--- src/hw/snd_defs.svh ---
// Width macros for the sound board
// Work RAM, program ROM and timer sizes
`ifndef SND_DEFS_SVH
`define SND_DEFS_SVH

// Work RAM address width
// Board jumper on A10 selects 1kB or 2kB, 10 is the common fit
`define SND_RAM_AW 10

// Program ROM address width, 16kB over regions 0 and 1
`define SND_ROM_AW 14

// Free-running timer width
// Top two bits are what the CPU polls
`define SND_CNT_W 11

`endif

--- src/hw/snd_pkg.sv ---
// Shared types for the sound board
// Bus, sample and level typedefs, bus region enum
package snd_pkg;

    typedef logic [15:0]        addr_t;     // Sound CPU address
    typedef logic [7:0]         byte_t;     // CPU data, latch, DAC level
    typedef logic signed [15:0] sample_t;   // Signed audio out
    typedef logic [2:0]         cap_t;      // Filter strength

    // Decoded region of the current bus cycle
    typedef enum logic [2:0] {
        REG_ROM,    // 0000-3FFF
        REG_RAM,    // 4000-5FFF
        REG_LATCH,  // 6000-7FFF, read only
        REG_TIMER,  // 8000-9FFF, read only
        REG_NONE,   // A000 and holes in E000
        REG_CTRL,   // C000-DFFF, address carries the data
        REG_DAC     // E000, write only
    } region_e;

endpackage

--- src/hw/snd_map.sv ---
// Sound CPU address decoder
// Chip selects, control register and registered read mux
`timescale 1ns/1ps
`include "snd_defs.svh"

module snd_map (
    input  logic                   clk,
    input  logic                   rst,
    input  snd_pkg::addr_t         cpu_addr,
    input  logic                   cpu_mreq_n,
    input  logic                   cpu_wr_n,
    input  snd_pkg::byte_t         rom_data,
    input  logic                   rom_ok,
    input  snd_pkg::byte_t         ram_dout,
    input  snd_pkg::byte_t         latch,
    input  logic [1:0]             cnt_top,
    output snd_pkg::byte_t         cpu_din,
    output logic                   cpu_wait,
    output logic                   rom_cs,
    output logic [`SND_ROM_AW-1:0] rom_addr,
    output logic                   ram_cs,
    output logic                   ram_we,
    output logic                   latch_rd,
    output logic                   dac_we,
    output snd_pkg::cap_t          cap_en,
    output logic                   mute
);

    snd_pkg::region_e region;
    logic             active;
    logic             ctrl_we;

    // Region from the top three address bits
    always_comb begin
        case (cpu_addr[15:13])
            3'd0, 3'd1: region = snd_pkg::REG_ROM;
            3'd2:       region = snd_pkg::REG_RAM;
            3'd3:       region = snd_pkg::REG_LATCH;
            3'd4:       region = snd_pkg::REG_TIMER;
            3'd6:       region = snd_pkg::REG_CTRL;
            3'd7: begin
                // Only E000 itself, E001 and up belong to the PSG
                if (cpu_addr[2:0] == 3'd0) region = snd_pkg::REG_DAC;
                else                       region = snd_pkg::REG_NONE;
            end
            default:    region = snd_pkg::REG_NONE;  // A000 speech area
        endcase
    end

    assign active   = !cpu_mreq_n;

    assign rom_cs   = active && region == snd_pkg::REG_ROM;
    assign ram_cs   = active && region == snd_pkg::REG_RAM;
    assign ram_we   = ram_cs && !cpu_wr_n;
    assign latch_rd = active && region == snd_pkg::REG_LATCH && cpu_wr_n;
    assign ctrl_we  = active && region == snd_pkg::REG_CTRL && !cpu_wr_n;
    assign dac_we   = active && region == snd_pkg::REG_DAC && !cpu_wr_n;

    assign rom_addr = cpu_addr[`SND_ROM_AW-1:0];
    assign cpu_wait = rom_cs && !rom_ok;    // Hold the CPU until SDRAM delivers

    // Control register, data is taken from the address lines
    always_ff @(posedge clk, posedge rst) begin
        if (rst) begin
            cap_en <= '0;
            mute   <= 1'b1;     // Silent until the CPU sets it up
        end else if (ctrl_we) begin
            cap_en <= cpu_addr[5:3];
            mute   <= cpu_addr[6];
        end
    end

    // Read data, valid the cycle after the bus edge
    always_ff @(posedge clk) begin
        if (active && !cpu_wait) begin
            case (region)
                snd_pkg::REG_ROM:   cpu_din <= rom_data;
                snd_pkg::REG_RAM:   cpu_din <= ram_dout;
                snd_pkg::REG_LATCH: cpu_din <= latch;
                snd_pkg::REG_TIMER: cpu_din <= {6'h3f, cnt_top};  // Busy bits float high
                default:            cpu_din <= 8'hff;
            endcase
        end
    end

    // Selects never overlap
    a_sel_onehot: assert property (@(posedge clk) disable iff (rst)
        $onehot0({rom_cs, ram_cs, latch_rd, ctrl_we, dac_we}));

    // Nothing selected outside a bus cycle
    a_sel_idle: assert property (@(posedge clk) disable iff (rst)
        cpu_mreq_n |-> !(rom_cs || ram_cs || ram_we || latch_rd || ctrl_we || dac_we));

endmodule

--- config.mk ---
export PLATFORM = sky130hd
export DESIGN_NAME = snd_map
export DESIGN_NICKNAME = d
export VERILOG_FILES = /design/src/hw/snd_pkg.sv /design/src/hw/snd_map.sv
export VERILOG_INCLUDE_DIRS = /design/src /design/src/hw
export SDC_FILE = /design/constraint.sdc
export NUM_CORES = 1
export LEC_CHECK = 0
export ABC_CLOCK_PERIOD_IN_PS = 1040
export BUFFER_PORTS_ARGS = -buffer_cell sky130_fd_sc_hd__buf_2
export CORE_AREA = 2 2 50 52
export DETAILED_ROUTE_END_ITERATION = 6
export DIE_AREA = 0 0 52 54
export PLACE_DENSITY = 0.89
export SYNTH_ARGS = -nofsm -noshare
export SYNTH_HDL_FRONTEND = slang
export SYNTH_SLANG_ARGS = --single-unit
export TNS_END_PERCENT = 100
--- constraint.sdc ---
create_clock -name clk -period 1.04 [get_ports clk]
set_input_delay 0.104 -clock clk [delete_from_list [all_inputs] [get_ports clk]]
set_output_delay 0.104 -clock clk [all_outputs]
set_load 0.01 [all_outputs]
* After elaboration in Yosys (flattened, before gate mapping)
Cells that the tools add are included.
** Word-level totals
- Output and inout bits :: 32
- Logic and storage cells :: 36
- Input bits :: 47
- Register bits :: 12
** Cells by class
- Equal/unequal tests :: 11
- Mux-type cells :: 3
- Reductions and logical operators :: 19
** Operator list (count)
- $pmux 8 s4 :: 1
- $pmux 3 s6 :: 1
- $eq 3x3->1 const B :: 5
- $eq 3x2->1 const B :: 4
- $logic_and 1x1->1 :: 11
- $logic_not 3->1 :: 3
- $eq 3x1->1 const B :: 2
- $logic_not 1->1 :: 4
- $mux 2 :: 1
- $reduce_or 2->1 :: 1

* Depth between registers and ports, before layout
- Depth after elaboration :: 8
- Gate-level depth with buffers :: 5

* Worst setup path before layout
OpenSTA, ideal clock, no wires.
- Path type :: input port to flip-flop
- Start point :: input port cpu_addr[14]
- End point :: register cpu_din[0] (enable)
- Required time :: 0.733 ns
- Setup time :: 0.307 ns
- Stages :: 3
- Path slack :: -0.293 ns
- Data arrival time :: 1.026 ns
- Path through :: buf_2 nor4_1 nor2_1
** Between the ends
- Longest elaborated chain between the ends :: 8
** Ends and longest elaborated chain
- start, declared :: RTL line snd_map.sv:9 : input snd_pkg::addr_t cpu_addr,
- $eq 3x1->1 or $logic_not 3->1 (tied branches) :: RTL line snd_map.sv:35 : case (cpu_addr[15:13])
- $reduce_or 2->1 :: RTL line snd_map.sv:35
- $pmux 3 s6 (*) :: RTL line snd_map.sv:35
- $logic_not 3->1 (*) :: RTL line snd_map.sv:52 : assign rom_cs = active && region == snd_pkg::REG_ROM;
- $logic_and 1x1->1 (*) :: RTL line snd_map.sv:52
- $logic_and 1x1->1 (*) :: RTL line snd_map.sv:60 : assign cpu_wait = rom_cs && !rom_ok;
- via cpu_wait :: RTL line snd_map.sv:18 : output logic cpu_wait,
- $logic_not 1->1 (*) :: RTL line snd_map.sv:75 : if (active && !cpu_wait) begin
- $logic_and 1x1->1 (*) :: RTL line snd_map.sv:75
- end signal, assigned :: RTL line snd_map.sv:77 : snd_pkg::REG_ROM: cpu_din <= rom_data;
- end signal, assigned :: RTL line snd_map.sv:78 : snd_pkg::REG_RAM: cpu_din <= ram_dout;
- end signal, assigned :: RTL line snd_map.sv:79 : snd_pkg::REG_LATCH: cpu_din <= latch;
- end, declared :: RTL line snd_map.sv:17 : output snd_pkg::byte_t cpu_din,
The timed path passes the listed nets; every way through them passes the cells marked *.
A chain may end at the register's enable or synchronous reset.

* Worst setup path in the final report
- Start point :: register mute
- End point :: output port mute
** RTL lines
- start, declared :: RTL line snd_map.sv:26 : output logic mute
- start signal, assigned :: RTL line snd_map.sv:69 : mute <= cpu_addr[6];
No word-level cell between the ends.

==> out/metrics.yaml <==
place:
  dpl.hpwl_mm: 1.99
  place_area_um2: 1160
  dpl.cell_count: 171
  io_buffer_count: 66
  place_worst_setup_slack_ns: -0.215
  gp_congestion: 0.763
sta:
  setup_viol: 0
  finClkSkew_ns: 0
  max_slew_margin: 0.821
  slew_violations: 0
  rsz0062_at_grt: "no"
  worst_slack_ns: 0.0426
  fin_tns_setup_ns: 0
  hold_slack_ns: 0.0743
  timing.fmax_ghz: 1.00
  period_share: 0.959
  worstMarginPinSlew_ns: 0.267
  fin_crit_ns: 0.997
  final_hold_viol_count: 0
power:
  p_clk_frac: 0.217
  switchingPower_uw: 375
  ir_drop_mv: 0.579
  internal-power_uw: 968
  total_power_mw: 1.34
  pwr-share-seq: 0.459
  p_sw_frac: 0.279
  powerDensity_nw_per_um2: 1080
  power.leakage_nw: 0.622
  p_comb_frac: 0.324
final_layout:
  synthToLayoutAreaGrowth_pct: 48.0
  drive_gt1_frac: 0.651
  final_cells: 176
  finalInstanceArea_um2: 1240
  antenna_cells: 0
  final_util: 0.534
  nets: 194
yosys:
  ys_warn_count: 0
  synth_edf_count: 8
  ys_ff_latch: 12
  syn_nets: 129
  synth_cell_types: 23
  ys_async_sr_fraction: 0.333
  yosysTopAreaCellShare: 0.287
  synth_area_leaders: "edfxtp_1, buf_4, mux2i_1"
  syn_area_um2: 837
  synth_ff_type: "edfxtp_1"
  postSynthCellCount: 82
  ys_seq_area_frac: 0.408
  synth_area_per_cell_um2: 10.2
  synth_area_leader_cell: "edfxtp_1"
floorplanning:
  initial_core_util: 0.361
  die_w_um: 52
  die_area_um2: 2810
  io_pins: 79
  chipHeight_um: 54
  row_count: 18
  coreArea_um2: 2320
cts:
  clkSinkCount: 12
  cts_max_path_buffers: 2
  clkSlewWorstSetupHoldPaths_ns: 0.08
  clock_latency_ns: 0.27
  root_buffer: "clkbuf_4"
  cts_max_level: 1
  tritoncts: "yes"
  cts_inserted_buffers: 3
critical_path:
  critPathRequiredTime_ns: 0.94
  start_kind: "flip-flop"
  crit_buf_inv: 1
  critPathKind: "flip-flop to primary output"
  cp_cell_sequence: "buf_6"
  crit_slowest_cell: "dfstp_2"
  cp_max_fo: 2
  critical_path.endpoint_type: "primary output"
  r2r-start: "cap_en[1]"
  startpoint: "mute"
  critical_path.top_delay_family: "flip-flops"
  crit_arrival_ns: 0.89
  cp_slowest_stage_delay_ns: 0.54
drt:
  wl_mm: 2.31
  drtAntennaViolNets: 0
  drtIter0Drc: 15
  wl_per_cell_um: 13.1
  viasPerCell: 4.75
  met2_length_mm: 1.23
  vias: 836
  dr_wl_met3_um: 245
  wl_met1_um: 760
  first_pass_iters: 4
  routed.top_layer: "met4"
  drc: 0
grt:
  antenna_found_initial: 0
  grt_start_max_net_pins: 12
  gr-total-overflow: 0
  grt_pass1_wl_mm: 3.40
  grt_use_total: 0.165
  grt_pass1_vias: 826
min_path:
  hold_path_class: "input pin to flip-flop"
  worstHoldStart: "cpu_addr[3]"
flow_run:
  cap_violations: 0
status:
  status: "finished, final reports clean"
cells in the final DEF, fill, tap and decap left out, drive strengths merged:
master,n
a211o,2
a21oi,6
buf,78
clkbuf,4
dfrtp,3
dfstp,1
dlygate4sd3,1
edfxtp,8
inv,1
mux2,4
mux2i,8
nand2,3
nand2b,2
nand4bb,1
nor2,10
nor3,3
nor4,3
o31ai,2
or2,6
timing repair:
action / CTS / global route
gates resized for setup: 3 / 3
setup endpoints to repair: 2 / 4
setup buffers: 1 / 0
endpoints found under the hold margin: 4 / 0
pin swaps: 2 / 1
hold buffers: 1 / 0
layout make-up:
type | count | area [um2]
Clock buffer | 4 | 26.3
Inverter | 1 | 3.75
Multi-Input combinational cell | 50 | 390
Sequential cell | 12 | 342
Fill cell | 227 | 1080
Timing Repair Buffer | 79 | 439
Tap cell | 30 | 37.5
Yosys cell counts, drive strengths merged (3+ instances only):
master and number:
a21oi 6, nor3 3, edfxtp 8, or2 6, mux2i 8, buf 18
dfrtp 3, mux2 4, nor2 10, nor4 3, nand2 3
power by group through the flow:
| stage | clock, mW | combinational (mW) | sequential [mW] |
|---|---|---|---|
| 6_report | 0.292 | 0.434 | 0.616 |
| 2_1_floorplan | 0 | 0.204 | 0.659 |
| 3_3_place_gp | 0 | 0.396 | 0.620 |
| 4_1_cts | 0.306 | 0.425 | 0.616 |
| 3_5_place_dp | 0 | 0.414 | 0.627 |
| 5_1_grt | 0.320 | 0.475 | 0.622 |
registers in the layout, summed over array words and instances, names as in the netlist:
name and flops:
cap_en 3, cpu_din 8, mute 1
final timing paths:
kind                        endpoint  slack [ns]  cells after the start
min in group asynchronous  cap_en[1]        0.27                      3
max in group asynchronous       mute        0.53                      3
setup reg to reg           cap_en[1]        0.28                      1
hold / removal             cap_en[0]        0.07                      2
setup / recovery                mute        0.04                      1
hold reg to reg            cap_en[0]        0.52                      1
routing by layer:
metal  vias up  global-route usage
li1        404                   -
met2        52               0.327
met5         -                   0
met4         0               0.110
met3        10              0.0306
met1       370               0.153
logic make-up (layout without fill, tap and decap cells):
| group | count (synthesis) | count (layout) | synth area share |
|---|---|---|---|
| AND/OR/NAND/NOR | 28 | 28 | 0.187 |
| buffers and inverters | 20 | 84 | 0.181 |
| multiplexers | 12 | 12 | 0.149 |
| flip-flops | 12 | 12 | 0.408 |
| AO/OA/AOI/OAI | 10 | 10 | 0.0747 |
Power figures use the tool's default switching activity.
