`config.mk`:
```
export PLATFORM = sky130hd
export DESIGN_NAME = snd_mixer
export DESIGN_NICKNAME = d
export VERILOG_FILES = /design/src/hw/snd_defs.svh /design/src/hw/snd_pkg.sv /design/src/hw/snd_mixer.sv
export SDC_FILE = /design/constraint.sdc
export NUM_CORES = 1
export LEC_CHECK = 0
export ABC_AREA = 1
export BUFFER_PORTS_ARGS = -buffer_cell sky130_fd_sc_hd__clkbuf_2
export CORE_MARGIN = 2
export CORE_UTILIZATION = 47
export CTS_BUF_LIST = sky130_fd_sc_hd__clkbuf_8
export DETAILED_ROUTE_END_ITERATION = 10
export HOLD_SLACK_MARGIN = 0.12
export PLACE_DENSITY = 0.68
export SETUP_SLACK_MARGIN = 0.3
export SYNTH_ARGS = -nofsm -noshare
export SYNTH_HDL_FRONTEND = slang
export SYNTH_SLANG_ARGS = --single-unit
```
`constraint.sdc`:
```
create_clock -name clk -period 7.4 [get_ports clk]
set_input_delay 1.11 -clock clk [delete_from_list [all_inputs] [get_ports clk]]
set_output_delay 1.11 -clock clk [all_outputs]
set_load 0.05 [all_outputs]
```
`src/hw/snd_defs.svh`:
```
// Width macros for the sound board
// Work RAM, program ROM and timer sizes
`ifndef SND_DEFS_SVH
`define SND_DEFS_SVH

// Work RAM address width
// Board jumper on A10 selects 1kB or 2kB, 10 is the common fit
`define SND_RAM_AW 10

// Program ROM address width, 16kB over regions 0 and 1
`define SND_ROM_AW 14

// Free-running timer width
// Top two bits are what the CPU polls
`define SND_CNT_W 11

`endif

```
`src/hw/snd_pkg.sv`:
```
// Shared types for the sound board
// Bus, sample and level typedefs, bus region enum
package snd_pkg;

    typedef logic [15:0]        addr_t;     // Sound CPU address
    typedef logic [7:0]         byte_t;     // CPU data, latch, DAC level
    typedef logic signed [15:0] sample_t;   // Signed audio out
    typedef logic [2:0]         cap_t;      // Filter strength

    // Decoded region of the current bus cycle
    typedef enum logic [2:0] {
        REG_ROM,    // 0000-3FFF
        REG_RAM,    // 4000-5FFF
        REG_LATCH,  // 6000-7FFF, read only
        REG_TIMER,  // 8000-9FFF, read only
        REG_NONE,   // A000 and holes in E000
        REG_CTRL,   // C000-DFFF, address carries the data
        REG_DAC     // E000, write only
    } region_e;

endpackage

```
`src/hw/snd_mixer.sv`:
```
// DAC level register and one-pole low-pass filter
// Mute, sample strobe and peak flag
`timescale 1ns/1ps

module snd_mixer (
    input  logic             clk,
    input  logic             rst,
    input  logic             smp_cen,
    input  logic             dac_we,
    input  snd_pkg::byte_t   dac_din,
    input  snd_pkg::cap_t    cap_en,
    input  logic             mute,
    output snd_pkg::sample_t snd,
    output logic             sample,
    output logic             peak
);

    snd_pkg::byte_t     level;
    snd_pkg::sample_t   target;
    logic signed [16:0] diff;      // Full range of target minus acc
    logic signed [16:0] step;
    logic signed [16:0] acc_nxt;

    // DAC level, midscale is silence
    always_ff @(posedge clk, posedge rst) begin
        if (rst) begin
            level <= 8'h80;
        end else if (dac_we) begin
            level <= dac_din;
        end
    end

    always_comb begin
        // Offset binary to two's complement, scaled to 16 bits
        target  = mute ? '0 : {~level[7], level[6:0], 8'h00};
        diff    = {target[15], target} - {snd[15], snd};
        // Larger cap_en means a bigger capacitor
        step    = diff >>> cap_en;
        acc_nxt = {snd[15], snd} + step;
    end

    always_ff @(posedge clk, posedge rst) begin
        if (rst) begin
            snd    <= '0;
            sample <= 1'b0;
            peak   <= 1'b0;
        end else begin
            sample <= smp_cen;
            if (smp_cen) begin
                snd  <= acc_nxt[15:0];  // Always between acc and target
                peak <= level == 8'h00 || level == 8'hff;
            end else begin
                peak <= 1'b0;
            end
        end
    end

    // Sample strobe follows the rate enable by one clock
    a_sample_cen: assert property (@(posedge clk) disable iff (rst)
        sample |-> $past(smp_cen));

endmodule

```
Yosys cells after proc, flatten, opt, wreduce, memory -nomap -nowiden
Cells that the tools add are included.

Output and inout bits: 18. Word-level logic and storage cells: 13. Input port bits: 16. Register bits after elaboration: 26.

Equal/unequal tests: 1. Shifts and indexed selects: 1. Add/subtract/negate cells: 2. Muxes and demuxes: 2. Bitwise gates (word level): 1. Reduce and logical (&&, ||, !) cells: 2.

Operators with widths (number): 17-bit by 3-bit >>> shifter with 16-bit output (1); 16-bit by 16-bit subtractor with 17-bit output (1); 16-bit adder (1); 16-bit two-way mux (1); 8-bit equality test (second input constant) (1); 8-bit logical NOT (1); 1-bit logical OR (1); 1-bit two-way mux (1); 1-bit NOT (1).

Depth between registers and ports, before layout
Word-level depth: 5. Gate-level depth with buffers: 28. Mapped depth without buffers: 28.

Least setup slack after synthesis
Ideal clock, no wire load.

Path type: input -> register. From: input port mute. To: register snd[15]. Library setup time: 0.119 ns. Arrival: 3.937 ns. Setup slack: 3.344 ns. Stages on the path: 20. Path buffers: 1. Data required time: 7.281 ns. Path through: clkbuf_1 -> nor2_1 -> ha_1 -> nand2_1 -> inv_1 -> a311oi_1 -> nand3b_1 -> nand3_1 -> nand2_1 -> o21ai_0 -> o21ai_0 -> ha_1 -> a21oi_1 -> o21ai_0 -> a211oi_1 -> nand2_1 -> nand3_1 -> nand3_1 -> nand2_1 -> nand2_1.

Cells in the longest elaborated chain, start to end: 4.

Ends and longest elaborated chain: from (decl) (RTL line snd_mixer.sv:12) `input logic mute,`; 16-bit two-way mux (RTL line snd_mixer.sv:35) `target = mute ? '0 : {~level[7], level[6:0], 8'h00};`; 16-bit by 16-bit subtractor with 17-bit output (RTL line snd_mixer.sv:36) `diff = {target[15], target} - {snd[15], snd};`; 17-bit by 3-bit >>> shifter with 16-bit output (RTL line snd_mixer.sv:38) `step = diff >>> cap_en;`; 16-bit adder (RTL line snd_mixer.sv:39) `acc_nxt = {snd[15], snd} + step;`; to (signal assigned) (RTL line snd_mixer.sv:50) `snd <= acc_nxt[15:0];`; to (decl) (RTL line snd_mixer.sv:13) `output snd_pkg::sample_t snd,`.

Every way passes these cells. A chain may end at the register's enable or synchronous reset.

Worst setup path in the final report
Same ends and word-level chain as after synthesis.

==> flow_summary.toml <==
[status]
run_status = "finished clean"

[grt]
first_pass_grt_wire_length_um = 12700
grt_overflow_total = 0
globalRouteMet3Util_pct = 1.88
grt_util_met1_pct = 31.9
antenna_found_initial = 0
global_route.peak_usage_layer = "met2"
first_global_vias = 2802
maximum_number_of_pins_on_one_net_before_global_route_repair = 27
grt_util_all_layers_pct = 21.8
grt_use_met2_pct = 35.0

[synthesis]
ys_warns = 0
flip_flop_cell_with_the_highest_count_after_synthesis = "sky130_fd_sc_hd__dfrtp_1"
yosys.area.top_type_share_pct = 20.9
synth.avg_cell_area_um2 = 6.48
synth-seq-cells = 26
syn_area_mm2 = 0.00299
post_synth_num_cell_types = 43
synth.area.top_cells = "sky130_fd_sc_hd__dfrtp_1 (21%), sky130_fd_sc_hd__nand2_1 (16%), sky130_fd_sc_hd__ha_1 (12%)"
post-synth-top-area-cell = "sky130_fd_sc_hd__dfrtp_1"
synthesis.nets = 507
synth.most_common_cell = "sky130_fd_sc_hd__nand2_1"
synth_common_cells = "sky130_fd_sc_hd__nand2_1 (127), sky130_fd_sc_hd__inv_1 (61), sky130_fd_sc_hd__o21ai_0 (42)"
yosysSeqAreaShare_pct = 21.8
post_synth_edffs = 0
async_flop_share_pct = 100
syn-instance-count = 461

[power]
seqPwrFrac_pct = 16.7
swShare_pct = 58.1
cellPowerDensity_mw_per_mm2 = 496
share_comb_of_total_power_pct = 75.8
cellInternalPower_mw = 0.677
power_switching_mw = 0.938
clock_power_share_pct = 7.5
design_power_total_mw = 1.61
worst_ir_drop_vdd_mv = 0.237
power_leakage_nw = 1.74

[timing]
final.min_clock_period_ps = 4240
number_of_hold_slack_violations_in_the_final_timing_report = 0
setup_tns_ps = 0
setup_violations = 0
clock-skew-final_ps = 2.37
worst-slew-pin-transition_ps = 1040
timing.final.crit_share_pct = 57.3
setup_repair_after_global_routing_missed_its_margin = "no"
final-max-slew-violation-count = 0
relative_slew_margins_pct = 30.4
fmaxAchievable_ghz = 0.236

[placed_design]
gp_congestion = 0.882
area_of_placed_instances_mm2 = 0.00318
detailed_place_hpwl_um = 6060
numPortBuffers = 33

[clocking]
cts-hold-fix-buffers = 0
cts.sinks = 26
clk_path_buf_depth = 2
ctsHtreeMaxLevel = 1
worst_skew_pair.late_latency_ps = 280
cts_tree = "done"
cts-buffers-inserted = 3
clock_transition_at_path_regs_ps = 100
ctsRootBufferMaster = "sky130_fd_sc_hd__clkbuf_8"
post_cts_resized = 0
post_cts.repair.setup_buffers = 0

[drt]
drt-pass1-iter-count = 4
ant_nets = 0
drc_violation_count_after_routing = 0
drt_iter0_markers = 200
vias = 2973
routed_wl_um = 7420
via_cell_ratio = 5.28
drt-wirelength-per-cell_um = 13.2

[setup_path]
element_type_at_the_critical_path_start = "primary input"
timing.critical_path.to_type = "register"
arrival_ps = 4420
crit_fanout = 8
timing.rr.end = "snd[11]"
setup.worst_path.class = "in -> reg"
endpoint_required_time_on_the_critical_path_ps = 7580
depth_of_the_worst_register_to_register_path = 21
r2r_start = "snd[1]"
rrSetupSlack_ps = 3490
cp-startpoint = "mute"

[floorplan]
rows = 29
ioPinCount = 34
chipWidth_um = 83.7
floorplan.initialDensity_pct = 47.9
coreArea_mm2 = 0.00624
die_h_um = 83.7
die-area_mm2 = 0.00701

[cells_and_area]
layout_overhead_on_the_synthesized_area_pct = 8.92
layout.nets = 533
layout-drive-gt1-share_pct = 10.9
postLayoutCellArea_mm2 = 0.00325
fill_cells = 668
final_core_utilization_pct = 52.1
n_antenna_cell = 0

[hold_path]
holdCritPathClass = "reg -> reg"
worstHoldStart = "snd[15]"
holdPathStages = 2
holdPathEnd = "snd[15]"

[job]
maxCapViolCount = 0
[how the worst max path moves through the flow]
| stage | endpoint | slack, ps |
|---|---|---|
| after floorplan | snd[15] | 3340 |
| after detailed placement | snd[15] | 2890 |
| final | snd[15] | 3160 |
| after CTS | snd[15] | 3180 |
| after global placement | snd[11] | 2900 |
| after global routing | snd[15] | 2770 |
[sequential cells by signal, summed over array words and instances (netlist names)]
name,flops
snd,16
level,8
sample,1
peak,1
[layout by cell type (no fill, tap or decap), types with 2 or more instances in the layout]
cell	count
sky130_fd_sc_hd__clkbuf_2	33
sky130_fd_sc_hd__o21ai_1	5
sky130_fd_sc_hd__dfrtp_1	25
sky130_fd_sc_hd__o21ai_0	42
sky130_fd_sc_hd__nor2_2	2
sky130_fd_sc_hd__nor3_1	2
sky130_fd_sc_hd__nand2_2	3
sky130_fd_sc_hd__nand3_1	38
sky130_fd_sc_hd__o211ai_1	3
sky130_fd_sc_hd__nand2_1	127
sky130_fd_sc_hd__ha_1	29
sky130_fd_sc_hd__a211oi_1	2
sky130_fd_sc_hd__xor2_1	9
sky130_fd_sc_hd__clkinv_1	2
sky130_fd_sc_hd__or2_1	3
sky130_fd_sc_hd__a21oi_1	22
sky130_fd_sc_hd__nor2_1	28
sky130_fd_sc_hd__clkbuf_8	3
sky130_fd_sc_hd__nand3b_1	3
sky130_fd_sc_hd__o31ai_1	2
sky130_fd_sc_hd__xnor2_1	8
sky130_fd_sc_hd__nor4_1	4
sky130_fd_sc_hd__inv_1	61
sky130_fd_sc_hd__o21ai_2	4
sky130_fd_sc_hd__nand4_1	9
[cells by family after synthesis]
logic type,Yosys count,synth area share (%)
AOI/OAI and AO/OA,87,16.6
and+or+nand+nor,224,33.2
xor gates and xnor gates,17,4.98
muxes,1,0.335
adders and majority gates,30,12.8
DFF,26,21.8
buffers and inverters,76,10.3
[layer usage]
layer,up-vias,wire [um]
met5,-,0
met2,52,3360
li1,1568,-
met1,1347,3750
met3,6,230
met4,0,71
[metrics by stage]
stage                     setup slack, ps  std cells  hold WS [ps]
after floorplan                      3340        461           477
after global placement               2900        559           495
after detailed placement             2890        559           499
after CTS                            3180        563           522
after global routing                 2770        563           544
final                                3160        563           509
[power by group through the flow]
stage / clock network, mW / logic [mW] / registers [mW]
6_report: 0.122 / 1.22 / 0.269
2_1_floorplan: 0 / 0.821 / 0.404
4_1_cts: 0.126 / 1.22 / 0.270
3_3_place_gp: 0 / 1.20 / 0.272
5_1_grt: 0.132 / 1.39 / 0.278
3_5_place_dp: 0 / 1.21 / 0.273
[layout make-up]
cell class                 count  area (um2)  share of cell area, %
multi-input combinational    359        2030                   62.4
sequential                    26         652                   20.0
inverter                      64         240                   7.38
timing repair buffer          33         165                   5.07
tap                           77        96.3                   2.96
clock buffer                   3        41.3                   1.27
clock inverter                 1        30.0                  0.923
[worst max-delay path, cell delays in order]
cell	delay [ps]
sky130_fd_sc_hd__clkbuf_2	140
sky130_fd_sc_hd__nor2_1	170
sky130_fd_sc_hd__ha_1	300
sky130_fd_sc_hd__nand2_1	130
sky130_fd_sc_hd__inv_1	70
sky130_fd_sc_hd__a311oi_1	380
sky130_fd_sc_hd__nand3b_1	160
sky130_fd_sc_hd__nand3_1	110
sky130_fd_sc_hd__nand2_1	80
sky130_fd_sc_hd__o21ai_0	200
sky130_fd_sc_hd__o21ai_0	120
sky130_fd_sc_hd__ha_1	370
sky130_fd_sc_hd__a21oi_1	310
sky130_fd_sc_hd__o21ai_0	140
sky130_fd_sc_hd__a211oi_1	210
sky130_fd_sc_hd__nand2_1	110
sky130_fd_sc_hd__nand3_1	110
sky130_fd_sc_hd__nand3_1	80
sky130_fd_sc_hd__nand2_1	70
sky130_fd_sc_hd__nand2_1	40
Note: power is estimated with default switching activity, not from simulation.
