`config.mk`:
```
export PLATFORM = sky130hd
export DESIGN_NAME = snd_cmd_latch
export DESIGN_NICKNAME = d
export VERILOG_FILES = /design/src/hw/snd_defs.svh /design/src/hw/snd_pkg.sv /design/src/hw/snd_cmd_latch.sv
export SDC_FILE = /design/constraint.sdc
export NUM_CORES = 1
export LEC_CHECK = 0
export BUFFER_PORTS_ARGS = -buffer_cell sky130_fd_sc_hd__buf_2
export CAP_MARGIN = 20
export CORE_AREA = 2 2 39 41
export CTS_CLUSTER_SIZE = 40
export DETAILED_ROUTE_END_ITERATION = 16
export DIE_AREA = 0 0 41 43
export MAX_ROUTING_LAYER = met4
export PLACE_DENSITY = 0.61
export SKIP_CTS_REPAIR_TIMING = 1
export SYNTH_ARGS = -nofsm -noshare
export SYNTH_HDL_FRONTEND = slang
export SYNTH_SLANG_ARGS = --single-unit
```
`constraint.sdc`:
```
create_clock -name clk -period 0.8 [get_ports clk]
set_input_delay 0.04 -clock clk [delete_from_list [all_inputs] [get_ports clk]]
set_output_delay 0.04 -clock clk [all_outputs]
set_load 0.005 [all_outputs]
```
`src/hw/snd_defs.svh`:
```
// Width macros for the sound board
// Work RAM, program ROM and timer sizes
`ifndef SND_DEFS_SVH
`define SND_DEFS_SVH

// Work RAM address width
// Board jumper on A10 selects 1kB or 2kB, 10 is the common fit
`define SND_RAM_AW 10

// Program ROM address width, 16kB over regions 0 and 1
`define SND_ROM_AW 14

// Free-running timer width
// Top two bits are what the CPU polls
`define SND_CNT_W 11

`endif

```
`src/hw/snd_pkg.sv`:
```
// Shared types for the sound board
// Bus, sample and level typedefs, bus region enum
package snd_pkg;

    typedef logic [15:0]        addr_t;     // Sound CPU address
    typedef logic [7:0]         byte_t;     // CPU data, latch, DAC level
    typedef logic signed [15:0] sample_t;   // Signed audio out
    typedef logic [2:0]         cap_t;      // Filter strength

    // Decoded region of the current bus cycle
    typedef enum logic [2:0] {
        REG_ROM,    // 0000-3FFF
        REG_RAM,    // 4000-5FFF
        REG_LATCH,  // 6000-7FFF, read only
        REG_TIMER,  // 8000-9FFF, read only
        REG_NONE,   // A000 and holes in E000
        REG_CTRL,   // C000-DFFF, address carries the data
        REG_DAC     // E000, write only
    } region_e;

endpackage

```
`src/hw/snd_cmd_latch.sv`:
```
// Main to sound CPU command latch
// Holds the command byte and the pending sound interrupt
`timescale 1ns/1ps

module snd_cmd_latch (
    input  logic           clk,
    input  logic           rst,
    input  snd_pkg::byte_t main_dout,
    input  logic           m2s_data,   // Main CPU writes the latch
    input  logic           m2s_irq,    // Main CPU kicks the sound CPU
    input  logic           latch_rd,   // Sound CPU reads the latch
    output snd_pkg::byte_t latch,
    output logic           snd_irq
);

    // Command byte
    always_ff @(posedge clk) begin
        if (m2s_data) latch <= main_dout;
    end

    // Interrupt stays up until the command is picked up
    always_ff @(posedge clk, posedge rst) begin
        if (rst) begin
            snd_irq <= 1'b0;
        end else begin
            if (m2s_irq)
                snd_irq <= 1'b1;    // New request wins over a read
            else if (latch_rd)
                snd_irq <= 1'b0;
        end
    end

    // IRQ only rises after a request from the main side
    a_irq_cause: assert property (@(posedge clk) disable iff (rst)
        $rose(snd_irq) |-> $past(m2s_irq));

endmodule

```
# ---- Word level (Yosys, flattened, before mapping)
# Cells that the tools add are included.
dict set report totals {
  mem_count 0
  word_cells 5
  latchBits 0
  ram_bits 0
  rom_bits 0
  ff_bits 9
  input_bits 13
}
dict set report op_classes {
  n_lt_le_gt_ge 0
  n_mul 0
  n_eq_ne 0
  reduce_logical 1
  n_bitwise 0
  n_addsub 0
  mux 2
  shift 0
  div_mod_pow 0
}
# operator n
set op_table {}
lappend op_table {{$mux 1} 2}
lappend op_table {{$reduce_bool 2->1} 1}

# ---- Depth between registers and ports, before layout
# Gate-level depths: netlist of run 1.
dict set report depth {
  ltp_word 2
  mapped_depth 2
  depth_no_buf 2
}

# ---- Worst setup path before layout of run 1
# No wires, ideal clock.
dict set report synth_path {
  path_kind {flip-flop to flip-flop}
  start {reg, netlist name snd_irq}
  end {reg snd_irq}
  path_buffers 0
  stages_incl_launch_ff 2
  setup_slack_ns 0.169
  required_time_ns 0.682
  setup_ns 0.118
  arrival_time_ns 0.513
  path_cell_list {dfrtp_1 > a21o_1}
}
# item line
set synth_rtl {}
lappend synth_rtl {{to (signal assigned)} snd_cmd_latch.sv:24} ;# snd_irq <= 1'b0;
lappend synth_rtl {{to (signal assigned)} snd_cmd_latch.sv:27} ;# snd_irq <= 1'b1;
lappend synth_rtl {{to (signal assigned)} snd_cmd_latch.sv:29} ;# snd_irq <= 1'b0;
lappend synth_rtl {{to (decl)} snd_cmd_latch.sv:13} ;# output logic snd_irq

# ---- Worst setup path after layout of run 1
dict set report layout_path {
  start {reg latch[5]}
  end {out latch[5]}
}
# item line
set layout_rtl {}
lappend layout_rtl {{from (decl)} snd_cmd_latch.sv:12} ;# output snd_pkg::byte_t latch,
lappend layout_rtl {{from (signal assigned)} snd_cmd_latch.sv:18} ;# if (m2s_data) latch <= main_dout;
# No word-level cell between the ends.

==> summary.md, run 1 <==
| Metric | Value |
|---|---|
| Worst path required time | 0.76 ns |
| Vias in the first global route | 214 |
| Layout cell share with drive strength beyond 1 | 0.511 |
| Worst Path Buf+Inv | 1 |
| RSZ-0062 raised after global routing | true |
| Filler cell count | 138 |
| Clock-pin slew on the worst setup and hold paths | around 0.06 ns |
| Die H | 43 µm |
| Area growth syn-to-layout | 89.7% |
| Power density over cell area | 1910 nW/µm² |
| Status | finished, final reports clean |
| Total power | 1.01 mW |
| H-tree depth | 1 |
| Core area | ~1400 µm² |
| Synth Area in Compound Gates | 0.0268 |
| WHS | 0.0556 ns |
| Post-synth EDFFs | 8 |
| Worst-Skew Late Latency | 0.25 ns |
| Routed length per instance | approximately 10 µm |
| Die area | 1760 µm² |
| Port bufs | 21 |
| Synth Area in Adders | 0 |
| Vias per inst | 3.84 |
| Peak Freq | 1.25 GHz |
| Congestion Overflow GR | 0 |
| Min Tclk post-route | 0.798 ns |
| Row count | 14 |
| XOR/XNOR Fraction of Synth Area | 0 |
| Initial core utilization | 0.203 |
| Critical path arrival | 0.76 ns |
| Clk buf depth | 2 |
| Post-synth top area cell | edfxtp_1 |
| First-pass DRT Iterations | 3 |
| Worst hold path type | input port to flop |
| Post-synth top area share | 0.857 |
| Final hold violations | 0 |
| First-pass GRT wire length | 848 µm |
| Post-Route WL | 643 µm |
| Initial antenna violation count | 0 |
| Syn avg cell area | 23.4 µm² |
| Storage cell area | 265 µm² |
| WS Path Type | flop to output pin |
| Post-route DRC | 0 |
| Critical path, cell by cell | buf_2 |
| Slowest Stage Delay on Critical Path | 0.37 ns |
| Asr flop ratio synth | 0.111 |
| Clock root buffer | clkbuf_4 |
| Post-route ant nets | 0 |
| Ys flop type | edfxtp_1 |
| Cts bufs inserted | 3 |
| Synth top cells by count | edfxtp_1, inv_1, a21o_1, dfrtp_1 |
| Synth Warn # | 0 |
| Crit. End Element | output pin |
| Largest family of logic cells by synthesized area | compound AO/OA/AOI/OAI gates |
| Most common cell in the netlist | edfxtp_1 |
| Nets | 61 |
| Via count | roughly 240 |
| Worst slew pin tran | 0.181 ns |
| Syn_nets | 25 |
| Gate Count Post-Synth | 12 |
| IO Pins | 22 |
| Netlist cell types | 4 |
| Multi-input gate area | about 7.5 µm² |
| Post-DP HPWL | 463 µm |
| Largest net degree at the start of global routing | 9 |
| Mapped Area | about 280 µm² |
| Max_cap viols | 0 |
| GP Congestion | 0.667 |
| Post-synthesis simple-gate area fraction | 0 |
| Leakage power | 0.244 nW |
| Slew Limit Fails | 0 |
| Max_slew headroom | 0.879 |
| Final Cycle Share | 0.998 |
| CTS Sinks | 9 |
| CP delay by family, top | flip-flops |
| Die X | 41 µm |
| Post-layout worst setup margin | 0.00163 ns |
| Clock skew | 0 ns |
| Drt initial violations | 3 |
| Setup WS pre-CTS | between 0.15 and 0.2 ns |
| VDD IR max | 0.791 mV |
| CTS tree | done |
| Setup crit start kind | flop |
| Final Setup Violations | 0 |
| Final core utilization | 0.384 |
| Area contributors post-synth | edfxtp_1, dfrtp_1, a21o_1 |
| Critical path's slowest cell | edfxtp_1 |
| Total GRT Usage | 0.0817 |
| Inserted Diodes | 0 |
| Max FO, Critical Path | 1 |
| Post-synthesis sequential area ratio | 0.946 |
| Post-synthesis mux area share | 0 |
| Number of synthesized register bits | 9 |
[worst paths after layout]
check | from | endpoint | slack [ns] | cells after the start
max reg2reg | snd_irq | snd_irq | 0.17 | 1
min reg2reg | snd_irq | snd_irq | 0.48 | 1
max in group asynchronous | rst | snd_irq | 0.55 | 3
max | latch[5] | latch[5] | 0.002 | 1
min | latch_rd | snd_irq | 0.06 | 3
min in group asynchronous | rst | snd_irq | 0.16 | 3
[state kept, by name, summed over array words and instances, names as in the netlist]
name / flops
latch: 8
snd_irq: 1
[per-layer routing]
layer	GRT usage	wire, µm	vias to the layer above
met4	0.0800	5	0
met5	-	0	-
met2	0.0938	290	22
met1	0.0918	251	106
li1	-	-	112
met3	0.0471	96	2
[final cells by class]
type	count	area share
sequential	9	0.499
timing repair buffer	31	0.386
clock buffer	4	0.0494
tap	16	0.0376
multi-input combinational	1	0.0141
inverter	2	0.0141
[cell usage in the layout, fill, tap and decap left out, drive strengths merged]
cell type and n:
inv 2, buf 21, edfxtp 8, clkbuf 4
dlygate4sd3 10, dfrtp 1, a21o 1
[through the flow]
stage / setup TNS (ns) / cells / cell area, µm²
global route: -0.206 / 63 / 532
finish: 0 / 63 / 532
detailed placement: 0 / 49 / 405
global placement: 0 / 49 / 405
floorplan: 0 / 12 / 280
CTS: -0.0226 / 53 / 432
[power by group]
part / total (mW) / switching (mW) / internal [mW] / leakage [nW]
sequential: 0.560 / 0.00831 / 0.552 / 0.0891
clock: 0.338 / 0.147 / 0.191 / 0.0150
combinational: 0.116 / 0.0393 / 0.0769 / 0.140
[worst min-delay path, cell delays in order]
cell	delay (ns)
buf_2	0.10
inv_1	0.04
a21o_1	0.10
[kinds of logic after synthesis]
| family | after synthesis |
|---|---|
| AOI/OAI and AO/OA | 1 |
| DFF | 9 |
| buffers and inverters | 2 |
Note: power is estimated with default switching activity, not from simulation.
==> run 2: changes to the inputs <==
==> constraint.sdc (replaced) <==
create_clock -name clk -period 0.8 [get_ports clk]
set_input_delay 0.04 -clock clk [delete_from_list [all_inputs] [get_ports clk]]
set_output_delay 0.04 -clock clk [all_outputs]
set_load 0.05 [all_outputs]
==> run 2 against run 1 <==
Net effect:
- the flow now finishes with violations (negative setup slack)
- die area unchanged
- global-route usage about the same
- sequential share of layout area down 4.7 points
- combinational power up 140%
- critical endpoint unchanged
- maximum frequency down 8.4%
==> summary.md, run 2 (synthesized netlist as in run 1, its figures left out) <==
| Metric | Value |
|---|---|
| Most frequent cells in the layout | buf_2, dlygate4sd3_1, buf_6 |
| First-pass GRT wire length | 800 µm |
| Clock-pin slew on the worst setup and hold paths | 0.06 ns |
| Max_cap viols | 0 |
| Die X | a little over 40 µm |
| RSZ-0062 raised after global routing | true |
| Worst hold path type | input port to flop |
| Worst Path Buf+Inv | 1 |
| Min Tclk post-route | just under 0.9 ns |
| Drt initial violations | 0 |
| Status | finished with violations |
| Total GRT Usage | 0.0815 |
| Final Instance Area | 589 µm² |
| Critical path, cell by cell | buf_6 |
| Post-DP HPWL | ~460 µm |
| Max FO, Critical Path | 1 |
| Max FFs per register | 8 |
| Cell Area, Placed | 407 µm² |
| Reg2Reg Depth | 1 |
| Failing checks | negative setup slack |
| Fin Setup TNS | -0.468 ns |
| Final core utilization | 0.426 |
| Initial antenna violation count | 0 |
| H-tree depth | 1 |
| Crit path depth | 1 |
| Largest net degree at the start of global routing | 9 |
| Commonest non-fill, non-tap cell in the layout | buf_2 |
| Worst-Skew Late Latency | 0.26 ns |
| Port bufs | 21 |
| Area growth syn-to-layout | 110% |
| Fin cells | 63 |
| Worst hold path stage count | 3 |
| Row count | 14 |
| Total power | 1.21 mW |
| Clock skew | 0 ns |
| Nets | 61 |
| Critical path's slowest cell | edfxtp_1 |
| Dpl cells | 49 |
| Initial core utilization | 0.203 |
| Slowest Stage Delay on Critical Path | 0.39 ns |
| Largest regs | latch (8), snd_irq (1) |
| Power density over cell area | 2060 nW/µm² |
| Max_slew headroom | 0.875 |
| Critical path arrival | 0.83 ns |
| Via count | 240 |
| Post-route ant nets | 0 |
| WHS | a little over 0.04 ns |
| Final hold violations | 0 |
| Crit. End Element | output pin |
| Die area | 1760 µm² |
| Leakage power | 0.263 nW |
| CTS Sinks | 9 |
| Clock root buffer | clkbuf_4 |
| Post-layout worst setup margin | -0.0713 ns |
| First-pass DRT Iterations | 1 |
| Worst slew pin tran | 0.187 ns |
| Clk buf depth | 2 |
| Worst path required time | 0.76 ns |
| Layout cell share with drive strength beyond 1 | 0.532 |
| Congestion Overflow GR | 0 |
| Routed length per instance | 11.5 µm |
| Vias in the first global route | 185 |
| Filler cell count | 135 |
| Peak Freq | roughly 1.1 GHz |
| Biggest register | latch |
| Inserted Diodes | 0 |
| GP Congestion | 0.630 |
| Vias per inst | 3.81 |
| Cts bufs inserted | 3 |
| Final Cycle Share | 1.09 |
| Post-route DRC | 0 |
| Setup crit start kind | flop |
| Core area | 1380 µm² |
| Slew Limit Fails | 0 |
| Setup WS pre-CTS | 0.145 ns |
| CTS tree | done |
| Post-Route WL | 727 µm |
| WS Path Type | flop to output pin |
| IO Pins | 22 |
| Final Setup Violations | 9 |
| CP delay by family, top | flip-flops |
| VDD IR max | about 1.1 mV |
| Die H | 43 µm |
-- run 2: layout make-up --
class | count | area (µm²) | share of cell area
tap | 16 | 20.0 | 0.0340
multi-input combinational | 1 | 7.51 | 0.0127
inverter | 2 | 7.51 | 0.0127
timing repair buffer | 31 | 262 | 0.444
sequential | 9 | 267 | 0.452
clock buffer | 4 | 26.3 | 0.0446
-- run 2: final timing paths --
path                                 end  slack (ns)      from
min in group asynchronous        snd_irq        0.15       rst
worst min-delay path             snd_irq        0.04  latch_rd
worst min register to register   snd_irq        0.51   snd_irq
worst max register to register   snd_irq        0.13   snd_irq
worst max-delay path            latch[5]       -0.07  latch[5]
max in group asynchronous        snd_irq        0.56       rst
-- run 2: metal layers --
| metal | up-vias | global-route usage | wire length, µm |
|---|---|---|---|
| li1 | 113 | - | - |
| met1 | 99 | 0.0912 | 277 |
| met2 | 26 | 0.0844 | 329 |
| met3 | 2 | 0.0942 | 110 |
| met4 | 0 | 0.0400 | 10 |
| met5 | - | - | 0 |
-- run 2: power breakdown --
group	internal, mW	total, mW	switching, mW	leakage (nW)
Clock	0.193	0.359	0.166	0.0150
Sequential	0.554	0.571	0.0171	0.0883
Combinational	0.120	0.283	0.162	0.160
Total	0.866	1.21	0.345	0.263
-- run 2: worst min-delay path, cell delays in order --
cell,delay (ns)
buf_2,0.09
inv_1,0.04
a21o_1,0.10
