**src/hw/snd_defs.svh**
```systemverilog
// Width macros for the sound board
// Work RAM, program ROM and timer sizes
`ifndef SND_DEFS_SVH
`define SND_DEFS_SVH

// Work RAM address width
// Board jumper on A10 selects 1kB or 2kB, 10 is the common fit
`define SND_RAM_AW 10

// Program ROM address width, 16kB over regions 0 and 1
`define SND_ROM_AW 14

// Free-running timer width
// Top two bits are what the CPU polls
`define SND_CNT_W 11

`endif

```
**src/hw/snd_timer.sv**
```systemverilog
// Free-running timer for music pacing
// Counts CPU clock enables, top bits read back by the CPU
`timescale 1ns/1ps
`include "snd_defs.svh"

module snd_timer (
    input  logic       clk,
    input  logic       rst,
    input  logic       snd_cen,
    output logic [1:0] cnt_top
);

    logic [`SND_CNT_W-1:0] cnt;

    always_ff @(posedge clk, posedge rst) begin
        if (rst) begin
            cnt <= '0;
        end else if (snd_cen) begin
            cnt <= cnt + 1'b1;  // Wraps
        end
    end

    // Two MSBs give a slow square wave
    assign cnt_top = cnt[`SND_CNT_W-1:`SND_CNT_W-2];

endmodule

```
**config.mk**
```make
export PLATFORM = sky130hd
export DESIGN_NAME = snd_timer
export DESIGN_NICKNAME = d
export VERILOG_FILES = /design/src/hw/snd_timer.sv
export VERILOG_INCLUDE_DIRS = /design/src /design/src/hw
export SDC_FILE = /design/constraint.sdc
export NUM_CORES = 1
export LEC_CHECK = 0
export BUFFER_PORTS_ARGS = -buffer_cell sky130_fd_sc_hd__buf_4
export CAP_MARGIN = 20
export CORE_AREA = 8 8 45 47
export DETAILED_ROUTE_END_ITERATION = 10
export DIE_AREA = 0 0 53 55
export GPL_TIMING_DRIVEN = 0
export SETUP_SLACK_MARGIN = 0.2
export SLEW_MARGIN = 20
export SYNTH_ARGS = -nofsm -noshare
export SYNTH_HDL_FRONTEND = slang
export SYNTH_SLANG_ARGS = --single-unit
export TNS_END_PERCENT = 10
```
**constraint.sdc**
```tcl
create_clock -name clk -period 4.3 [get_ports clk]
set_clock_uncertainty 0.2 [all_clocks]
set_input_delay 0.43 -clock clk [delete_from_list [all_inputs] [get_ports clk]]
set_output_delay 0.43 -clock clk [all_outputs]
set_load 0.05 [all_outputs]
```
**Yosys cells after proc, flatten, opt, wreduce, memory -nomap -nowiden**

Cells that the tools add are included.

- Input port bits: 3
- Word-level logic and storage cells: 2
- Flip-flop bits (word level): 11

- Add/sub/neg operators: 1

Operator list:

| cell | count |
|---|---|
| adder 11 x 1 -> 11 bit, second input constant | 1 |

**Depth between registers and ports, before layout**

Gate-level depths: netlist of the first run.

- Word-level depth: 1
- Mapped depth: 4
- Depth with buffers taken out: 4

**Worst setup path after synthesis of the first run**

OpenSTA, ideal clock, no wires.

- Path kind: register to register
- From: register cnt[0]
- To: register cnt[6]
- Setup slack: 2.878 ns
- Period minus slack after synthesis: 1.422 ns
- Arrival time: 1.099 ns
- Buffers on the path: 0
- Setup time: 0.123 ns
- Stages on the path, launching flop included: 5
- Cells stage by stage: dfrtp_1 ha_1 inv_1 or3_1 xnor2_1

- Cells in the longest elaborated chain, start to end: 1

Ends and longest elaborated chain:

| what | line | source |
|---|---|---|
| start, declared | snd_timer.sv:13 | `` logic [`SND_CNT_W-1:0] cnt; `` |
| start signal, assigned | snd_timer.sv:19 | `cnt <= cnt + 1'b1;` |
| adder 11 x 1 -> 11 bit | snd_timer.sv:19 |  |

No other way between the ends.
A chain may end at the register's enable or synchronous reset.

**Final worst setup path of the first run**

- From: register cnt[10]
- To: output cnt_top[1]

RTL lines:

| what | line | source |
|---|---|---|
| end, declared | snd_timer.sv:10 | `output logic [1:0] cnt_top` |

No word-level cell between the ends.

==> metrics, run 1 <==
status finished, final reports clean; share of cells above drive strength 1 0.2308; Hold Path Stages 2; area delta synth->final 17.21%; Mapped Cells 43; most numerous cell in the Yosys netlist dfrtp_1; # diodes 0; Pleak ~0.28 nW; worst slack at placement ~2800 ps; Crit path required time approximately 3700 ps; GPL Wtd Cong between 0.6 and 0.7; Fillers about 130; fin crit share 0.3729; CTS root buffer clkbuf_4; DR iter-0 viols 2; die height 55 µm; Clock Path Buffers 2; Initial DRT Pass Iterations 3; Vias/cell about 4.8; Die W between 50 and 60 µm; asr flop ratio synth 1.000; final hold viol count 0; final net count 57; CTS Buf Count 3; Post-Route Setup TNS 0 ps; Avg Cell Area, Syn ~12 µm²; flip-flop and latch area approximately 280 µm²; Cells after DPL 63; Max Slew Vio Count 0; port bufs 4; sequential share of the synthesized area 0.5486; clk_lat worst skew 270 ps; worst slew pin tran 420.0 ps; initial core utilization 0.3626; design area just under 600 µm²; CP arrival between 900 and 1000 ps; CP Class flip-flop to output port; Synth area leader dfrtp_1; R2R Setup Slk about 2800 ps; worst-path fanout max 2; Max Fclk about 620 MHz; final wirelength about 810 µm; Int Power ~0.21 mW; max reg flops 11; H-tree depth 1; Synth area leaders dfrtp_1 55%, xnor2_1 10%, xor2_1 7.0%, nand4_1 3.7%, nor3_1 3.0%; Synth top cells by count 11 x dfrtp_1, 6 x xnor2_1, 4 x inv_1, 4 x xor2_1; Overall Global Routing Usage 0.06725; GRT overflow 0; worst setup margin ~2700 ps; R2R Path End cnt[6]; Gate power share 0.242; Synth top area share 0.5486; Power Density 550.5 nW/µm²; first-pass GRT wire length between 1000 and 1500 µm; RSZ-0062 raised after global routing no; Worst path max stage delay 390 ps; worst hold slack between 150 and 200 ps; reg-to-reg startpoint cnt[0]; placed instance area 551.8 µm²; Worst setup SP type flip-flop; MaxCap Viol Count 0; initial antenna violation count 0; I/O pin count 5; Flop pwr share 0.542; net switching power roughly 0.11 mW; Final setup viols 0; Ys Warns 0; largest net degree at the start of global routing 12; Post-synth EDFFs 0; Via Count 325; ys flop type dfrtp_1; Net Count, Synth 47; Worst setup EP type output port; min-delay worst type input port to flip-flop; multi-input combinational cell area between 150 and 200 µm²; synthesized flop and latch total 11; core box area 1384 µm²; Critical Path Start cnt[10]; slowest CP cell dfrtp_1; Worst-path clk slew ~70 ps; peak supply drop 0.0002995 V; CTS Sinks 11; num rows 14; Reg2Reg Depth 4; Netlist cell types 15; die footprint a little under 3000 µm²; Net Sw Frac 0.3401; synthesized area around 500 µm²; Slew Limit Headroom 0.7197; post-CTS setup buffers 0; WL/cell around 12 µm; vias in the first global route roughly 330; post-detail-place hpwl 582.3 µm; cell mode on critical path buf_4; DR DRC count 0; Hold Path End cnt[0]; worst-path cell chain buf_4 > buf_4; hold path start snd_cen; Largest regs cnt (11); final non-filler cell total slightly below 70; clock share of power 0.216; CTS tree yes; Final min period ~1600 ps; post-route ant nets 0; register name with the most flops cnt
[layout by cell type, fill, tap and decap left out, drive strengths merged]
| master | count |
|---|---|
| mux2 | 1 |
| or3 | 1 |
| nor4 | 1 |
| nand3 | 1 |
| dlygate4sd3 | 1 |
| inv | 4 |
| nand4 | 4 |
| nand2 | 3 |
| clkbuf | 4 |
| xnor2 | 6 |
| ha | 1 |
| buf | 6 |
| nor2 | 1 |
| dfrtp | 11 |
| nor3 | 3 |
| xor2 | 4 |
[cells by family after synthesis]
family	Yosys count	share of synthesized area
adders and majority gates	1	0.02493
xor gates and xnor gates	10	0.1746
muxes	1	0.02244
DFF	11	0.5486
and+or+nand+nor	14	0.1696
buffers and inverters	6	0.05983
[metal layers]
metal	share of wire	track usage	up-vias
met2	0.43	0.09570	8
met4	0	0.01293	0
li1	-	-	160
met3	0.086	0.04813	0
met1	0.49	0.08100	157
met5	0	0	-
[stage by stage]
stage,power (mW),utilization
after global placement,0.2504,0.3987
after detailed placement,0.2546,0.3987
final,0.3237,0.4250
after global routing,0.3506,0.4250
after CTS,0.3263,0.4250
after floorplan,0.2329,-
[power by group through the flow]
stage	Clock (mW)	Sequential, mW	Combinational, mW
3_3_place_gp	0	0.177	0.0733
2_1_floorplan	0	0.171	0.0624
5_1_grt	0.0796	0.181	0.0904
4_1_cts	0.0710	0.175	0.0798
3_5_place_dp	0	0.177	0.0772
6_report	0.0700	0.176	0.0782
[layout make-up]
cell class              instances  share of cell area
well taps                      16             0.03404
flip-flops and latches         11              0.4681
plain buffers                   2             0.02553
multi-input cells              26              0.3340
clock buffers                   4             0.04468
inverters                       4             0.02553
repair buffers                  5             0.06809
[repair_timing]
item | in CTS | in global routing
hold buffers | 1 | 0
hold endpoints to repair | 11 | 0
gates resized for setup | 0 | 0
endpoints found under the setup margin | 0 | 0
[worst max path at each step]
stage / end / slack, ps / cells after the start
after floorplan: cnt[6] / 2880 / 4
after global placement: cnt[6] / 2780 / 4
after detailed placement: cnt[6] / 2760 / 4
after CTS: cnt_top[1] / 2690 / 2
after global routing: cnt_top[1] / 2650 / 2
final: cnt_top[1] / 2700 / 2
[worst max-delay path: cells and delay by family (launching register included)]
family	cells	cell delay, ps
buffers and inverters	2	310
flip-flops	1	390
(Power assumes the default switching activity.)
==> run 2: changes to the inputs <==
==> constraint.sdc (replaced) <==
create_clock -name clk -period 1.4 [get_ports clk]
set_clock_uncertainty 0.2 [all_clocks]
set_input_delay 0.14 -clock clk [delete_from_list [all_inputs] [get_ports clk]]
set_output_delay 0.14 -clock clk [all_outputs]
set_load 0.05 [all_outputs]
==> run 2 against run 1 <==
Compared with the run above:
- the run now ends with setup timing left
- hold slack worse by 93 ps
- die area stayed put
- critical path depth up 2
- clock-buffer cell count stayed put
- first-iteration DRC count is the same
==> metrics, run 2 (synthesized netlist as in run 1, its figures left out) <==
min-delay worst type input port to flip-flop; final wirelength between 1000 and 1500 µm; Pleak roughly 0.35 nW; Crit path required time between 1000 and 1500 ps; Max Fclk a little over 700 MHz; Reg2Reg Depth 4; CTS Sinks 11; failing checks setup timing; CTS tree yes; Power Density about 1700 nW/µm²; Post-Route Setup TNS -14.62 ps; initial core utilization 0.3626; MaxCap Viol Count 0; Vias/cell between 4 and 5; RSZ-0062 raised after global routing yes; register name with the most flops cnt; Overall Global Routing Usage 0.08545; most frequent cells in the layout 11 x dfrtp_1, 7 x buf_4, 5 x xnor2_1; die footprint slightly below 3000 µm²; CTS root buffer clkbuf_4; Clock Path Buffers 2; CP Class flip-flop to flip-flop; WL/cell 13.71 µm; Slew Limit Headroom 0.7165; Final Util 0.5362; worst setup margin -14.62 ps; total chip power 1.293 mW; Fillers ~120; DR iter-0 viols 2; initial antenna violation count 0; worst slew pin tran ~420 ps; I/O pin count 5; num rows 14; post-detail-place hpwl between 500 and 600 µm; area delta synth->final 47.88%; max reg flops 11; R2R Setup Slk -10 ps; final net count 65; clk_lat worst skew about 280 ps; final non-filler cell total 76; Largest regs cnt (11); port bufs 4; Worst setup SP type flip-flop; largest net degree at the start of global routing 12; # diodes 0; Worst-path clk slew roughly 70 ps; Initial DRT Pass Iterations 2; status complete, but fails checks; post-route ant nets 0; vias in the first global route 387; CP arrival 1380 ps; die height about 55 µm; DR DRC count 0; Final setup viols 1; Via Count between 300 and 400; final hold viol count 0; Hold Path Stages 4; GPL Wtd Cong approximately 0.68; Worst setup EP type flip-flop; GRT overflow 0; worst-path fanout max 3; share of cells above drive strength 1 0.4333; H-tree depth 1; commonest non-fill, non-tap cell in the layout dfrtp_1; Die W between 50 and 60 µm; CTS Buf Count 3; fin crit share 1.010; first-pass GRT wire length around 1700 µm; Max Slew Vio Count 0; Cells after DPL 63; Final min period around 1400 ps; peak supply drop about 0.00084 V; worst hold slack slightly above 100 ps; core box area approximately 1400 µm²
[run 2: report_power, final]
group | switching, mW | leakage, nW | total (mW) | internal, mW
Sequential | 0.121 | 0.133 | 0.547 | 0.426
Clock | 0.116 | 0.0150 | 0.227 | 0.111
Combinational | 0.226 | 0.202 | 0.519 | 0.294
Total | 0.463 | 0.349 | 1.29 | 0.830
[run 2: what timing repair did]
item,in CTS,in global routing
hold buffers,3,0
buffers inserted,5,1
resized for setup,10,9
endpoints found under the setup margin,9,12
pin swaps,5,5
hold endpoints to repair,15,0
[run 2: final timing paths]
path | startpoint | to
min in group asynchronous | rst | cnt[10]
min | snd_cen | cnt[9]
max reg2reg | cnt[1] | cnt[6]
min reg2reg | cnt[8] | cnt[8]
max in group asynchronous | rst | cnt[7]
max | cnt[1] | cnt[6]
[run 2: area by class of cell]
cell class	count	area (µm²)	share of cell area
buffer	2	22.52	0.03035
clock buffer	4	26.28	0.03541
inverter	4	15.01	0.02024
multi-input combinational	26	256.5	0.3457
sequential	11	275.3	0.3710
tap	16	20.02	0.02698
timing repair buffer	13	126.4	0.1703
[run 2: per-layer routing]
| layer | vias to the layer above | routed length (µm) | global-route usage | part of all wire |
|---|---|---|---|---|
| met5 | - | 0 | 0 | 0 |
| met4 | 0 | 70 | 0.1034 | 0.067 |
| met3 | 6 | 50 | 0.03209 | 0.048 |
| met2 | 8 | 485 | 0.1289 | 0.47 |
| met1 | 185 | 436 | 0.08255 | 0.42 |
| li1 | 174 | - | - | - |
[run 2: critical path, cell delays in order (launching register included)]
cell     delay [ps]
dfrtp_1         400
ha_4            160
inv_2            40
or3_4           380
xnor2_1         130
[run 2: per-stage QoR]
step	instance area [µm²]	setup slack, ps
floorplan	504.2	-21.03
global placement	554.3	-91.79
global route	742.0	-46.40
finish	742.0	-14.62
detailed placement	554.3	-99.46
CTS	689.4	-7.078
==> run 3: changes to the inputs <==
--- a/config.mk
+++ b/config.mk
@@ -12,6 +12,7 @@
 export DETAILED_ROUTE_END_ITERATION = 10
 export DIE_AREA = 0 0 53 55
 export GPL_TIMING_DRIVEN = 0
+export RECOVER_POWER = 25
 export SETUP_SLACK_MARGIN = 0.2
 export SLEW_MARGIN = 20
 export SYNTH_ARGS = -nofsm -noshare
==> run 3 against run 2 <==
Compared with the run above:
- the flow still finishes with violations (setup timing)
- final area unchanged
- via count unchanged
- sequential power about the same
- register-to-register slack about the same
- core utilization unchanged
- clock power about the same
- global-route usage unchanged
- setup slack unchanged
- hold slack about the same
- routed wire length about the same
- largest power group unchanged
- highest routed layer unchanged
==> metrics, run 3 (synthesized netlist as in run 1, its figures left out) <==
status complete, but fails checks; failing checks setup timing; Post-Route Setup TNS -14.62 ps; WL/cell 13.70 µm; share of cells above drive strength 1 0.4333; fin crit share 1.010; Clock Path Buffers 2; die height ~55 µm; met2 wire length roughly 480 µm; Reg2Reg Depth 4; Via Count between 300 and 400; CTS Sinks 11; Hold Path End cnt[9]; Vias/cell ~4.9; CTS Buf Count 3; Final min period roughly 1400 ps; final net count 65; final hold viol count 0; MaxCap Viol Count 0; Max Slew Vio Count 0; register name with the most flops cnt; flip-flop and latch area 275.3 µm²; Worst setup SP type flip-flop; DRT met1 WL approximately 440 µm; R2R Setup Slk -10 ps; multi-input combinational cell area around 260 µm²; num rows 14; post-route ant nets 0; Initial DRT Pass Iterations 2; worst setup margin -14.62 ps; RSZ-0062 raised after global routing yes; GPL Wtd Cong 0.6766; clk_lat worst skew between 200 and 300 ps; vias in the first global route about 390; Fillers 119; DR DRC count 0; placed instance area between 500 and 600 µm²; Largest regs cnt (11); reg-to-reg startpoint cnt[1]; largest net degree at the start of global routing 12; post-detail-place hpwl approximately 600 µm; final wirelength ~1000 µm; R2R Path End cnt[6]; DR iter-0 viols 2; port bufs 4; Worst setup EP type flip-flop; Die W roughly 53 µm; Hold Path Stages 4; peak supply drop between 0.0008 and 0.0009 V; Power Density ~1700 nW/µm²; CP Class flip-flop to flip-flop; CTS root buffer clkbuf_4; first-pass GRT wire length 1656 µm; metal3 WL about 50 µm; Final setup viols 1; design area roughly 740 µm²; Overall Global Routing Usage 0.08545; Pleak ~0.35 nW; CTS tree yes; GRT overflow 0; initial core utilization 0.3626; H-tree depth 1; DR top layer met4; core box area 1384 µm²; worst-path fanout max 3; I/O pin count 5; initial antenna violation count 0; area delta synth->final 47.88%; max reg flops 11; commonest non-fill, non-tap cell in the layout dfrtp_1; die footprint 2915 µm²; min-delay worst type input port to flip-flop; worst slew pin tran roughly 420 ps; most frequent cells in the layout 11 x dfrtp_1, 6 x buf_4, 5 x xnor2_1; hold path start snd_cen; Max Fclk between 700 and 800 MHz; Worst-path clk slew 70 ps; # diodes 0; Slew Limit Headroom 0.7167; CP arrival between 1000 and 1500 ps; Crit path required time between 1000 and 1500 ps
-- run 3: stage by stage --
stage	hold WS (ps)	util	power, mW	cells	setup WS (ps)
2_1_floorplan	-207.6	-	0.7189	43	-21.03
3_3_place_gp	-38.06	0.4005	0.7730	63	-91.79
3_5_place_dp	-28.53	0.4005	0.7861	63	-99.46
4_1_cts	129.7	0.4982	1.177	75	-7.078
5_1_grt	110.3	0.5362	1.379	76	-46.40
6_report	103.3	0.5362	1.293	76	-14.62
-- run 3: critical path, cell delays in order (launching register included) --
cell and delay, ps:
dfrtp_1 400, ha_4 160, inv_2 40, or3_4 380, xnor2_1 130
-- run 3: power by group --
group          internal, mW  switching [mW]
Clock                 0.111           0.116
Combinational         0.294           0.225
Sequential            0.426           0.121
Total                 0.830           0.463
-- run 3: cell type report --
type	instances	share of cell area
multi-input cells	26	0.3457
inverters	4	0.02024
plain buffers	2	0.03035
well taps	16	0.02698
flip-flops and latches	11	0.3710
clock buffers	4	0.03541
repair buffers	13	0.1703
-- run 3: what timing repair did --
item | in CTS | in global routing
hold buffers | 3 | 0
pin swaps | 5 | 5
endpoints found under the setup margin | 9 | 12
gates resized for setup | 10 | 9
hold endpoints to repair | 15 | 0
buffers inserted | 5 | 1
cloned | 0 | 0
-- run 3: worst max-delay path by stage --
stage | startpoint | to | slack, ps
3_5_place_dp | cnt[0] | cnt[6] | -100
6_report | cnt[1] | cnt[6] | -10
5_1_grt | cnt[1] | cnt[6] | -50
4_1_cts | cnt[3] | cnt[6] | -7
2_1_floorplan | cnt[0] | cnt[6] | -20
3_3_place_gp | cnt[0] | cnt[6] | -90
-- run 3: layer usage --
| metal | vias to the layer above | track usage |
|---|---|---|
| met2 | 8 | 0.1289 |
| met5 | - | 0 |
| met1 | 185 | 0.08255 |
| li1 | 174 | - |
| met3 | 6 | 0.03209 |
| met4 | 0 | 0.1034 |
